**src/rtl/rv_consts.svh**
```systemverilog
`ifndef RV_CONSTS_SVH
`define RV_CONSTS_SVH

`define RV_RESET_ADDR   32'h0000_0000
`define RV_NUM_REGS     32

// Major opcodes of the supported subset
`define RV_OP_REG       7'b0110011
`define RV_OP_IMM       7'b0010011
`define RV_OP_LUI       7'b0110111
`define RV_OP_JAL       7'b1101111
`define RV_OP_BRANCH    7'b1100011
`define RV_OP_LOAD      7'b0000011
`define RV_OP_STORE     7'b0100011

`define RV_F3_ADD       3'b000
`define RV_F3_SLT       3'b010
`define RV_F3_XOR       3'b100
`define RV_F3_OR        3'b110
`define RV_F3_AND       3'b111
`define RV_F3_BEQ       3'b000
`define RV_F3_BNE       3'b001
`define RV_F3_LW        3'b010
`define RV_F3_LBU       3'b100
`define RV_F3_SW        3'b010
`define RV_F3_SB        3'b000

`endif

```
**src/rtl/rv_pkg.sv**
```systemverilog
package rv_pkg;

    typedef logic [31:0] rv_word_t;
    typedef logic [4:0]  rv_reg_idx_t;
    typedef logic [3:0]  rv_sel_t;

    typedef enum logic [2:0]
    {
        ALU_ADD,
        ALU_SUB,
        ALU_AND,
        ALU_OR,
        ALU_XOR,
        ALU_SLT,
        ALU_PASS_B                              // Used by LUI
    } rv_alu_op_t;

    typedef enum logic [2:0]
    {
        ST_FETCH,
        ST_DECODE,
        ST_EXEC,
        ST_MEM,
        ST_WB,
        ST_HALT
    } rv_state_t;

endpackage

```
**src/rtl/rv_fetch.sv**
```systemverilog
`include "rv_consts.svh"

module rv_fetch
(
    input  logic                i_clk,
    input  logic                i_reset_n,
    input  logic                i_fetch_ack,
    input  rv_pkg::rv_word_t    i_instr,
    input  logic                i_pc_load,
    input  rv_pkg::rv_word_t    i_pc_target,
    input  logic                i_pc_step,
    output rv_pkg::rv_word_t    o_pc,
    output rv_pkg::rv_word_t    o_pc_plus4,
    output rv_pkg::rv_word_t    o_instr
);

    import rv_pkg::*;

    rv_word_t   pc_q;
    rv_word_t   pc_plus4;
    rv_word_t   instr_q;

    assign pc_plus4 = pc_q + 32'd4;

    always_ff @(posedge i_clk)
    begin
        if (!i_reset_n)
            pc_q <= `RV_RESET_ADDR;
        else if (i_pc_load)
            pc_q <= i_pc_target;                // Taken branch or jump
        else if (i_pc_step)
            pc_q <= pc_plus4;
    end

    always_ff @(posedge i_clk)
    begin
        if (i_fetch_ack)
            instr_q <= i_instr;                 // Held until the next fetch completes
    end

    assign o_pc       = pc_q;
    assign o_pc_plus4 = pc_plus4;
    assign o_instr    = instr_q;

    a_pc_aligned: assert property (@(posedge i_clk) disable iff (!i_reset_n)
        pc_q[1:0] == 2'b00);

endmodule

```
**src/rtl/rv_decode.sv**
```systemverilog
`include "rv_consts.svh"

module rv_decode
(
    input  rv_pkg::rv_word_t    i_instr,
    output rv_pkg::rv_reg_idx_t o_rs1,
    output rv_pkg::rv_reg_idx_t o_rs2,
    output rv_pkg::rv_reg_idx_t o_rd,
    output rv_pkg::rv_word_t    o_imm,
    output rv_pkg::rv_alu_op_t  o_alu_op,
    output logic [2:0]          o_funct3,
    output logic                o_use_imm,
    output logic                o_reg_write,
    output logic                o_load,
    output logic                o_store,
    output logic                o_branch,
    output logic                o_jump,
    output logic                o_illegal
);

    import rv_pkg::*;

    logic [6:0] opcode;
    logic [2:0] funct3;
    logic [6:0] funct7;
    logic       alt;
    rv_word_t   imm_i;
    rv_word_t   imm_s;
    rv_word_t   imm_b;
    rv_word_t   imm_u;
    rv_word_t   imm_j;

    assign opcode = i_instr[6:0];
    assign funct3 = i_instr[14:12];
    assign funct7 = i_instr[31:25];
    assign alt    = (funct7 == 7'b0100000);

    assign imm_i = {{20{i_instr[31]}}, i_instr[31:20]};
    assign imm_s = {{20{i_instr[31]}}, i_instr[31:25], i_instr[11:7]};
    assign imm_b = {{19{i_instr[31]}}, i_instr[31], i_instr[7], i_instr[30:25],
                    i_instr[11:8], 1'b0};
    assign imm_u = {i_instr[31:12], 12'b0};
    assign imm_j = {{11{i_instr[31]}}, i_instr[31], i_instr[19:12], i_instr[20],
                    i_instr[30:21], 1'b0};

    assign o_rs1    = i_instr[19:15];
    assign o_rs2    = i_instr[24:20];
    assign o_rd     = i_instr[11:7];
    assign o_funct3 = funct3;

    always_comb
    begin
        o_imm       = imm_i;
        o_alu_op    = ALU_ADD;
        o_use_imm   = 1'b0;
        o_reg_write = 1'b0;
        o_load      = 1'b0;
        o_store     = 1'b0;
        o_branch    = 1'b0;
        o_jump      = 1'b0;
        o_illegal   = 1'b0;
        case (opcode)
            `RV_OP_REG:
            begin
                o_reg_write = 1'b1;
                o_illegal   = (funct7 != 7'b0) && !(alt && (funct3 == `RV_F3_ADD));
                case (funct3)
                    `RV_F3_ADD: o_alu_op = alt ? ALU_SUB : ALU_ADD;
                    `RV_F3_SLT: o_alu_op = ALU_SLT;
                    `RV_F3_XOR: o_alu_op = ALU_XOR;
                    `RV_F3_OR:  o_alu_op = ALU_OR;
                    `RV_F3_AND: o_alu_op = ALU_AND;
                    default:    o_illegal = 1'b1;   // Shifts and SLTU
                endcase
            end
            `RV_OP_IMM:
            begin
                o_use_imm   = 1'b1;
                o_reg_write = 1'b1;
                case (funct3)
                    `RV_F3_ADD: o_alu_op = ALU_ADD;
                    `RV_F3_XOR: o_alu_op = ALU_XOR;
                    `RV_F3_OR:  o_alu_op = ALU_OR;
                    `RV_F3_AND: o_alu_op = ALU_AND;
                    default:    o_illegal = 1'b1;
                endcase
            end
            `RV_OP_LUI:
            begin
                o_imm       = imm_u;
                o_alu_op    = ALU_PASS_B;
                o_use_imm   = 1'b1;
                o_reg_write = 1'b1;
            end
            `RV_OP_JAL:
            begin
                o_imm       = imm_j;
                o_jump      = 1'b1;
                o_reg_write = 1'b1;
            end
            `RV_OP_BRANCH:
            begin
                o_imm     = imm_b;
                o_branch  = 1'b1;
                o_illegal = (funct3 != `RV_F3_BEQ) && (funct3 != `RV_F3_BNE);
            end
            `RV_OP_LOAD:
            begin
                o_load      = 1'b1;
                o_reg_write = 1'b1;
                o_illegal   = (funct3 != `RV_F3_LW) && (funct3 != `RV_F3_LBU);
            end
            `RV_OP_STORE:
            begin
                o_imm     = imm_s;                  // Operand b stays rs2 as the store data
                o_store   = 1'b1;
                o_illegal = (funct3 != `RV_F3_SW) && (funct3 != `RV_F3_SB);
            end
            default: o_illegal = 1'b1;
        endcase
    end

endmodule

```
**src/rtl/rv_regs.sv**
```systemverilog
`include "rv_consts.svh"

module rv_regs
(
    input  logic                i_clk,
    input  logic                i_reset_n,
    input  rv_pkg::rv_reg_idx_t i_rs1,
    input  rv_pkg::rv_reg_idx_t i_rs2,
    input  rv_pkg::rv_reg_idx_t i_rd,
    input  logic                i_write,
    input  rv_pkg::rv_word_t    i_data,
    output rv_pkg::rv_word_t    o_data1,
    output rv_pkg::rv_word_t    o_data2
);

    import rv_pkg::*;

    rv_word_t   regs_q [`RV_NUM_REGS];

    always_ff @(posedge i_clk)
    begin
        if (!i_reset_n)
        begin
            for (int i = 0; i < `RV_NUM_REGS; i++)
                regs_q[i] <= '0;
        end
        else if (i_write && (i_rd != '0))
            regs_q[i_rd] <= i_data;             // x0 is never written and reads as zero
    end

    assign o_data1 = regs_q[i_rs1];
    assign o_data2 = regs_q[i_rs2];

    a_write_idx_known: assert property (@(posedge i_clk) disable iff (!i_reset_n)
        i_write |-> !$isunknown(i_rd));

endmodule

```
**src/rtl/rv_alu.sv**
```systemverilog
`include "rv_consts.svh"

module rv_alu
(
    input  rv_pkg::rv_alu_op_t  i_op,
    input  rv_pkg::rv_word_t    i_a,
    input  rv_pkg::rv_word_t    i_b,
    input  rv_pkg::rv_word_t    i_pc,
    input  rv_pkg::rv_word_t    i_imm,
    input  rv_pkg::rv_word_t    i_load_word,
    input  logic [2:0]          i_funct3,
    input  logic                i_branch,
    input  logic                i_jump,
    output rv_pkg::rv_word_t    o_result,
    output rv_pkg::rv_word_t    o_target,
    output rv_pkg::rv_word_t    o_store_data,
    output rv_pkg::rv_word_t    o_load_data,
    output logic                o_take_branch,
    output rv_pkg::rv_sel_t     o_sel
);

    import rv_pkg::*;

    rv_word_t   base;
    logic [1:0] lane;
    logic       equal;
    logic       byte_access;

    always_comb
    begin
        case (i_op)
            ALU_SUB:    o_result = i_a - i_b;
            ALU_AND:    o_result = i_a & i_b;
            ALU_OR:     o_result = i_a | i_b;
            ALU_XOR:    o_result = i_a ^ i_b;
            ALU_SLT:    o_result = {31'b0, $signed(i_a) < $signed(i_b)};
            ALU_PASS_B: o_result = i_b;
            default:    o_result = i_a + i_b;
        endcase
    end

    // One adder serves both control flow targets and load/store addresses
    assign base     = (i_branch || i_jump) ? i_pc : i_a;
    assign o_target = base + i_imm;
    assign lane     = o_target[1:0];

    assign equal         = (i_a == i_b);
    assign o_take_branch = i_jump ||
                           (i_branch && ((i_funct3 == `RV_F3_BEQ) ? equal : !equal));

    assign byte_access  = (i_funct3[1:0] == 2'b00); // SB and LBU
    assign o_sel        = byte_access ? rv_sel_t'(4'b0001 << lane) : 4'b1111;
    assign o_store_data = (i_funct3 == `RV_F3_SB) ? {4{i_b[7:0]}} : i_b;

    always_comb
    begin
        if (i_funct3 == `RV_F3_LBU)
            o_load_data = {24'b0, i_load_word[lane*8 +: 8]};
        else
            o_load_data = i_load_word;
    end

endmodule

```
**src/rtl/rv_core.sv**
```systemverilog
module rv_core
(
    input  logic                i_clk,
    input  logic                i_reset_n,
    output rv_pkg::rv_word_t    o_wb_adr,
    output rv_pkg::rv_word_t    o_wb_dat,
    input  rv_pkg::rv_word_t    i_wb_dat,
    output rv_pkg::rv_sel_t     o_wb_sel,
    output logic                o_wb_we,
    output logic                o_wb_stb,
    output logic                o_wb_cyc,
    input  logic                i_wb_ack,
    output logic                o_trap
);

    import rv_pkg::*;

    rv_state_t      state_q;
    rv_state_t      state_next;
    logic           cyc_q;
    logic           bus_ack;
    logic           data_phase;
    rv_word_t       pc;
    rv_word_t       pc_plus4;
    rv_word_t       instr;
    rv_reg_idx_t    dec_rs1;
    rv_reg_idx_t    dec_rs2;
    rv_reg_idx_t    dec_rd;
    rv_word_t       dec_imm;
    rv_alu_op_t     dec_alu_op;
    logic [2:0]     dec_funct3;
    logic           dec_use_imm;
    logic           dec_reg_write;
    logic           dec_load;
    logic           dec_store;
    logic           dec_branch;
    logic           dec_jump;
    logic           dec_illegal;
    rv_word_t       reg_data1;
    rv_word_t       reg_data2;
    rv_word_t       op_a_q;
    rv_word_t       op_b_q;
    rv_word_t       result_q;
    rv_word_t       alu_result;
    rv_word_t       alu_target;
    rv_word_t       alu_store_data;
    rv_word_t       alu_load_data;
    logic           alu_take;
    rv_sel_t        alu_sel;

    assign bus_ack    = cyc_q && i_wb_ack;
    assign data_phase = (state_q == ST_MEM);

    always_comb
    begin
        state_next = state_q;
        case (state_q)
            ST_FETCH:
                if (bus_ack)
                    state_next = ST_DECODE;
            ST_DECODE: state_next = dec_illegal ? ST_HALT : ST_EXEC;
            ST_EXEC:   state_next = (dec_load || dec_store) ? ST_MEM : ST_WB;
            ST_MEM:
                if (bus_ack)
                    state_next = ST_WB;
            ST_WB:     state_next = ST_FETCH;
            ST_HALT:   state_next = ST_HALT;            // Left only through reset
            default:   state_next = ST_HALT;
        endcase
    end

    always_ff @(posedge i_clk)
    begin
        if (!i_reset_n)
        begin
            state_q <= ST_FETCH;
            cyc_q   <= 1'b0;
        end
        else
        begin
            state_q <= state_next;
            cyc_q   <= (state_next == ST_FETCH) || (state_next == ST_MEM);
        end
    end

    always_ff @(posedge i_clk)
    begin
        if (state_q == ST_DECODE)
        begin
            op_a_q <= reg_data1;
            op_b_q <= dec_use_imm ? dec_imm : reg_data2;
        end
    end

    // The link value is taken before the PC moves on the same edge
    always_ff @(posedge i_clk)
    begin
        if (state_q == ST_EXEC)
            result_q <= dec_jump ? pc_plus4 : alu_result;
        else if (data_phase && bus_ack && dec_load)
            result_q <= alu_load_data;
    end

    rv_fetch u_fetch
    (
        .i_clk          (i_clk),
        .i_reset_n      (i_reset_n),
        .i_fetch_ack    ((state_q == ST_FETCH) && bus_ack),
        .i_instr        (i_wb_dat),
        .i_pc_load      ((state_q == ST_EXEC) && alu_take),
        .i_pc_target    (alu_target),
        .i_pc_step      ((state_q == ST_EXEC) && !alu_take),
        .o_pc           (pc),
        .o_pc_plus4     (pc_plus4),
        .o_instr        (instr)
    );

    rv_decode u_decode
    (
        .i_instr        (instr),
        .o_rs1          (dec_rs1),
        .o_rs2          (dec_rs2),
        .o_rd           (dec_rd),
        .o_imm          (dec_imm),
        .o_alu_op       (dec_alu_op),
        .o_funct3       (dec_funct3),
        .o_use_imm      (dec_use_imm),
        .o_reg_write    (dec_reg_write),
        .o_load         (dec_load),
        .o_store        (dec_store),
        .o_branch       (dec_branch),
        .o_jump         (dec_jump),
        .o_illegal      (dec_illegal)
    );

    rv_regs u_regs
    (
        .i_clk          (i_clk),
        .i_reset_n      (i_reset_n),
        .i_rs1          (dec_rs1),
        .i_rs2          (dec_rs2),
        .i_rd           (dec_rd),
        .i_write        ((state_q == ST_WB) && dec_reg_write),
        .i_data         (result_q),
        .o_data1        (reg_data1),
        .o_data2        (reg_data2)
    );

    rv_alu u_alu
    (
        .i_op           (dec_alu_op),
        .i_a            (op_a_q),
        .i_b            (op_b_q),
        .i_pc           (pc),
        .i_imm          (dec_imm),
        .i_load_word    (i_wb_dat),
        .i_funct3       (dec_funct3),
        .i_branch       (dec_branch),
        .i_jump         (dec_jump),
        .o_result       (alu_result),
        .o_target       (alu_target),
        .o_store_data   (alu_store_data),
        .o_load_data    (alu_load_data),
        .o_take_branch  (alu_take),
        .o_sel          (alu_sel)
    );

    assign o_wb_cyc = cyc_q;
    assign o_wb_stb = cyc_q && ((state_q == ST_FETCH) || data_phase);
    assign o_wb_we  = o_wb_stb && data_phase && dec_store;
    assign o_wb_adr = data_phase ? alu_target : pc;         // Operand latches hold it in MEM
    assign o_wb_sel = data_phase ? alu_sel : 4'b1111;
    assign o_wb_dat = alu_store_data;
    assign o_trap   = (state_q == ST_HALT);

    a_cyc_drop_after_ack: assert property (@(posedge i_clk) disable iff (!i_reset_n)
        bus_ack |=> !o_wb_cyc);

    a_adr_held: assert property (@(posedge i_clk) disable iff (!i_reset_n)
        (o_wb_stb && !i_wb_ack) |=> $stable(o_wb_adr));

endmodule

```
**config.mk**
```make
export PLATFORM = sky130hd
export DESIGN_NAME = rv_core
export DESIGN_NICKNAME = d
export VERILOG_FILES = /design/src/rtl/rv_pkg.sv /design/src/rtl/rv_fetch.sv /design/src/rtl/rv_decode.sv /design/src/rtl/rv_regs.sv /design/src/rtl/rv_alu.sv /design/src/rtl/rv_core.sv
export VERILOG_INCLUDE_DIRS = /design/src /design/src/rtl
export SDC_FILE = /design/constraint.sdc
export NUM_CORES = 2
export LEC_CHECK = 0
export CELL_PAD_IN_SITES_DETAIL_PLACEMENT = 1
export CELL_PAD_IN_SITES_GLOBAL_PLACEMENT = 1
export CORE_MARGIN = 8
export CORE_UTILIZATION = 47
export DETAILED_ROUTE_END_ITERATION = 8
export DONT_BUFFER_PORTS = 1
export HOLD_SLACK_MARGIN = 0.03
export PLACE_DENSITY = 0.71
export SLEW_MARGIN = 40
export SYNTH_ARGS = -nofsm -noshare
export SYNTH_HDL_FRONTEND = slang
export SYNTH_SLANG_ARGS = --single-unit
```
**constraint.sdc**
```tcl
create_clock -name i_clk -period 6.6 [get_ports i_clk]
set_input_delay 1.32 -clock i_clk [delete_from_list [all_inputs] [get_ports i_clk]]
set_output_delay 1.32 -clock i_clk [all_outputs]
set_load 0.005 [all_outputs]
```
# Yosys cells after proc, flatten, opt, wreduce, memory -nomap -nowiden
# Memories as Yosys holds them, arrays and structs flattened. A register that Yosys moved wholly into a read port is not among the register bits.
# Index checks and enable logic that the tools add are counted.
# classes
reduce_logical	40
n_bitwise	3
addsub	4
div_mod_pow	0
n_mux	41
shifts	2
n_mul	0
eq_ne	28
order_cmp	1
# ops
cell	n
two-way mux 32 bit	11
one-hot mux 32 bit (6 select lines)	1
one-hot mux 31 bit (4 select lines)	1
adder 32 bit	2
adder 32 x 3 -> 32 bit, second input constant	1
bitwise AND 32 bit	1
equality test 32 bit	1
less-than comparator 32 bit	1
OR 32 bit	1
OR reduction 32 bit	1
indexed part select 32 x 6 -> 8 bit	1
subtractor 32 bit	1
bitwise XOR 32 bit	1
one-hot mux 3 bit (5 select lines)	2
equality test 7 x 6 -> 1 bit, second input constant	4
equality test 3 bit, second input constant	8
equality test 3 x 2 -> 1 bit, second input constant	6
one-hot mux 3 bit (3 select lines)	2
logical AND 1 bit	17
two-way mux 1 bit	15
equality test 7 bit, second input constant	2
two-way mux 3 bit	4
two-way mux 5 bit	2
OR reduction 5 bit	2
other kinds (19)	31
# totals
mem_count	1
romBits	0
output_inout_bits	72
latch_bits	0
in_bits	35
ff_bits	132
mem_bits_rw	1024
# mem_list
memory	words	word_bits	read_ports	rd_ports_with_merged_regs	wr	line	rtl
u_regs.regs_q	32	32	2	2	32	rv_regs.sv:18	rv_word_t regs_q [`RV_NUM_REGS];

# Longest topological paths before layout
# depth
word_depth	10
ltp_mapped	21

# Modules after synthesis
# Synthesis repeated with hierarchy kept, for this count alone.
# unflattened
cells_unflattened	6656
hier_area_um2	72856.1
# modules_own_cells
module	seq_area_each_um2	instances	area_each_um2	cells_per_inst
rv_regs	30749.5	1	55717.2	4609
rv_alu	0.0	1	8385.5	1293
rv_core	2962.8	1	4753.3	319
rv_fetch	1601.5	1	3205.6	314
rv_decode	0.0	1	794.5	121

# Worst setup path after synthesis
# No wires, ideal clock.
# synth_path
path_type	reg-to-output
startpoint	reg u_fetch.instr_q[4] (netlist: u_fetch.o_instr[4])
endpoint	out o_wb_adr[28]
path_slack_ns	0.952
n_path_buf	4
arrival_ns	4.328
path_stages_with_launch	20
path_cell_list	edfxtp_1 -> and4b_1 -> buf_4 -> and3_1 -> buf_6 -> clkbuf_1 -> clkbuf_1 -> o21ai_0 -> ha_1 -> fa_1 -> a21o_1 -> a21o_1 -> a21oi_1 -> o2111ai_1 -> a31oi_1 -> o41a_1 -> o221ai_2 -> a221oi_2 -> xor2_1 -> o21ai_1
# synth_via
elab_chain_cells	6
word_cells_on_any_way	11
# synth_rtl
element	line	rtl
from (decl)	rv_fetch.sv:21	rv_word_t instr_q;
from (signal assigned)	rv_fetch.sv:38	instr_q <= i_instr;
equality test 7 bit	rv_decode.sv:62	case (opcode)
two-way mux 1 bit	rv_decode.sv:62	
logical OR 1 bit	rv_alu.sv:43	assign base = (i_branch || i_jump) ? i_pc : i_a;
two-way mux 32 bit	rv_alu.sv:43	
adder 32 bit *	rv_alu.sv:44	assign o_target = base + i_imm;
two-way mux 32 bit *	rv_core.sv:171	assign o_wb_adr = data_phase ? alu_target : pc;
to (decl)	rv_core.sv:5	output rv_pkg::rv_word_t o_wb_adr,
# Every way passes the cells marked *; elsewhere a longest branch is shown, timed or not.

# Worst setup path in the final report
# layout_path
startpoint	reg u_fetch.instr_q[3] (netlist: u_fetch.o_instr[3])
endpoint	out o_wb_adr[27]
# The elaborated chain is that of the path after synthesis.

==> flow_summary.yaml <==
global_routing:
  grt-ovfl-total: 0
  grt_busiest_layer: "met2"
  grt_antenna_before_repair: 31
  grt_start_max_net_pins: 127
  grt_pass1_vias: 49600
  gr-usage-met1_pct: 42.5
  grt_pass1_wl_mm: 387
  grt_util_met2_pct: 53.8
  grtUsageMet3_pct: 7.04
  grt_usage_pct: 33.7
clock_network:
  cts_buffer_depth: 3
  root_buffer: "clkbuf_16"
  cts_hold_buffers: 0
  clkLatencyLatePin_ns: 0.80
  cts.sinks: 1193
  cts_buffers: 137
  htree_levels: 4
  cts_tree: "yes"
  clk_pin_slew_worst_paths_ns: 0.06
synth:
  synthMuxAreaShare_pct: 22.3
  synth_top_flop_cell: "edfxtp_1"
  yosys.area_share.simple_pct: 13.3
  yosysWarnings: 0
  ys_seq_elements: 1193
  netlist_area_sq_um: 69800
  synthDistinctLibCells: 105
  ys_seq_area_share_pct: 50.7
  synth_compound_area_share_pct: 6.98
  avgSynthCellArea_sq_um: 13.5
  synthCells: 5155
  synth_top_family_by_area: "multiplexers"
  synth-async-reset-ratio_pct: 0
  synth-edff-count: 1152
  synth-adder-area-share_pct: 2.32
  synth_xor_area_share_pct: 0.864
setup_path:
  worstSetupPathType: "reg -> out"
  cp.arrival_ns: 5.11
  cp.required_ns: 5.28
  start_kind: "register"
  critPathCaptureType: "primary output"
  cp_max_fo: 41
floorplanning:
  die_y_um: 401
  row_count: 141
  io_pins: 107
  dieArea_sq_um: 161000
  start_util_pct: 47.3
  fp.dieW_um: 401
  coreArea_sq_um: 148000
timing:
  worst_hold_slack_ns: 0.531
  slew_viol_final: 0
  fmax_ghz: 0.155
  setup_violations: 0
  final-hold-violation-count: 0
  fin_skew_ns: 0.0302
  final.setup.tns_ns: 0
  finalCritPeriodShare_pct: 97.4
  rsz0062_at_grt: "true"
  slew_headroom_pct: 35.6
  tightestPinTransition_ns: 0.941
  min_period_ns: 6.43
power:
  power_mw: 19.7
  ir_worst_vdd_v: 0.000267
  powerDensity_nw_per_um2: 253
  p_leak_nw: 27.9
drt:
  drt_iter0_markers: 6056
  drc: 0
  antenna_left: 0
  routed_via_density: 6.85
  post_drt_wl_per_cell_um: 39.1
  first_pass_iters: 5
  vias: 48700
  postRouteWirelength_mm: 278
place:
  placed_area_sq_um: 73500
  dp_hpwl_mm: 184
  io_buffers: 0
  gp_congestion: 0.995
flow_run:
  drv_cap: 0
hold_path:
  hp-class: "reg -> reg"
finish:
  final_area_sq_um: 78100
  synthToLayoutAreaGrowth_pct: 11.9
  nNetsFinal: 5224
  layout-drive-gt1-share_pct: 24.9
run_status:
  status: "complete, no violations"
cell usage after synthesis, types with 23 or more instances:
| cell | number | area share, % |
|---|---|---|
| a211oi_1 | 23 | 0.25 |
| a21o_1 | 48 | 0.52 |
| a21oi_1 | 162 | 1.2 |
| a221oi_1 | 34 | 0.43 |
| and2_1 | 1012 | 9.1 |
| buf_1 | 63 | 0.34 |
| clkbuf_1 | 404 | 2.2 |
| dfxtp_1 | 41 | 1.2 |
| edfxtp_1 | 1152 | 50 |
| ha_1 | 124 | 2.2 |
| inv_1 | 119 | 0.64 |
| mux2_2 | 80 | 1.3 |
| mux2i_1 | 25 | 0.36 |
| mux4_2 | 640 | 21 |
| nand2_1 | 207 | 1.1 |
| nand3_1 | 40 | 0.29 |
| nor2_1 | 201 | 1.1 |
| nor2b_1 | 23 | 0.21 |
| nor3_1 | 48 | 0.34 |
| o211ai_1 | 28 | 0.30 |
| o21ai_0 | 237 | 1.7 |
| xnor2_1 | 41 | 0.51 |
| xor2_1 | 26 | 0.33 |
stage by stage:
step	worst slack [ns]	std cells	utilization [%]
after floorplan	0.952	5186	-
after global placement	0.420	6774	49.0
after detailed placement	0.506	6839	49.8
after CTS	0.00773	7081	52.8
after global routing	-0.0534	7096	52.9
final	0.169	7107	52.9
critical path, cell delays in order (launching register included):
cell and delay, ns:
edfxtp_1 0.44, buf_4 0.20, xnor2_4 0.25, and3_4 0.30, buf_6 0.28, o21ai_0 0.13
ha_1 0.25, or2_2 0.30, a21oi_1 0.29, a31oi_1 0.21, a31o_2 0.33, o211a_4 0.27
a211oi_4 0.37, o21ai_0 0.18, xnor2_1 0.17, o21ai_0 0.20, buf_4 0.15
flip-flops by register name, indices dropped and copies added, names as in the netlist, named ones only:
name and count:
o_wb_cyc 1, op_a_q 32, op_b_q 32, result_q 32
state_q 3, u_fetch.o_instr 32, u_fetch.o_pc 32, u_regs.regs_q 1024
cells by family (layout without fill, tap and decap cells):
family / Yosys count / after routing
mux: 747 / 747
compound gates: 754 / 754
simple gates: 1645 / 1645
xor+xnor: 68 / 68
flops: 1193 / 1193
buf+inv: 619 / 596
other cells: 1 / 46
fa+ha+maj: 128 / 128
where the power goes:
group	switching, mW	internal [mW]
Combinational	1.93	1.30
Clock	3.29	4.34
Sequential	0.263	8.60
Total	5.48	14.2
layout by cell type, fill, tap and decap left out, types with 22 or more instances in the layout:
| master | count |
|---|---|
| a21oi_1 | 160 |
| o21ai_4 | 32 |
| mux2_2 | 80 |
| a211oi_1 | 22 |
| a21o_1 | 48 |
| nor2_1 | 161 |
| dfxtp_1 | 36 |
| inv_1 | 119 |
| mux4_2 | 640 |
| nor3_1 | 47 |
| clkinv_1 | 22 |
| edfxtp_1 | 1152 |
| conb_1 | 32 |
| clkbuf_1 | 31 |
| xor2_1 | 26 |
| xnor2_1 | 41 |
| nor2_4 | 34 |
| a221oi_1 | 34 |
| o21ai_0 | 199 |
| buf_6 | 32 |
| nor2b_1 | 23 |
| buf_8 | 31 |
| nand3_1 | 37 |
| and2_1 | 1011 |
| o211ai_1 | 28 |
| mux2i_1 | 25 |
| nand2_1 | 206 |
| o21ai_1 | 27 |
| clkbuf_16 | 141 |
| ha_1 | 123 |
| buf_4 | 145 |
per-layer routing:
| metal | up-vias | wire length [um] |
|---|---|---|
| met5 | - | 98 |
| met4 | 18 | 19800 |
| met3 | 727 | 25600 |
| met2 | 2887 | 131000 |
| met1 | 25600 | 102000 |
| li1 | 19500 | - |
layout make-up:
class / instances / area (sq um)
diodes: 14 / 35.0
clock buffers: 173 / 3660
clock inverters: 67 / 709
fillers: 14100 / 69600
inverters: 122 / 459
multi-input cells: 3374 / 32900
flip-flops and latches: 1193 / 35400
well taps: 1930 / 2410
repair buffers: 234 / 2520
repair_timing:
| item | 4_1_cts | 5_1_grt |
|---|---|---|
| gates resized for setup | 10 | 7 |
| pin swaps | 0 | 2 |
| setup buffers | 2 | 4 |
| setup endpoints to repair | 16 | 9 |
worst paths after layout:
kind / slack (ns) / startpoint / endpoint / cells past startpoint
worst max-delay path: 0.17 / u_fetch.o_instr[3] / o_wb_adr[27] / 16
worst min register to register: 0.53 / u_fetch.o_pc[0] / u_fetch.o_pc[0] / 2
worst max register to register: 1.59 / op_b_q[9] / result_q[30] / 12
worst min-delay path: 0.53 / u_fetch.o_pc[0] / u_fetch.o_pc[0] / 2
Note: power is estimated with default switching activity, not from simulation.
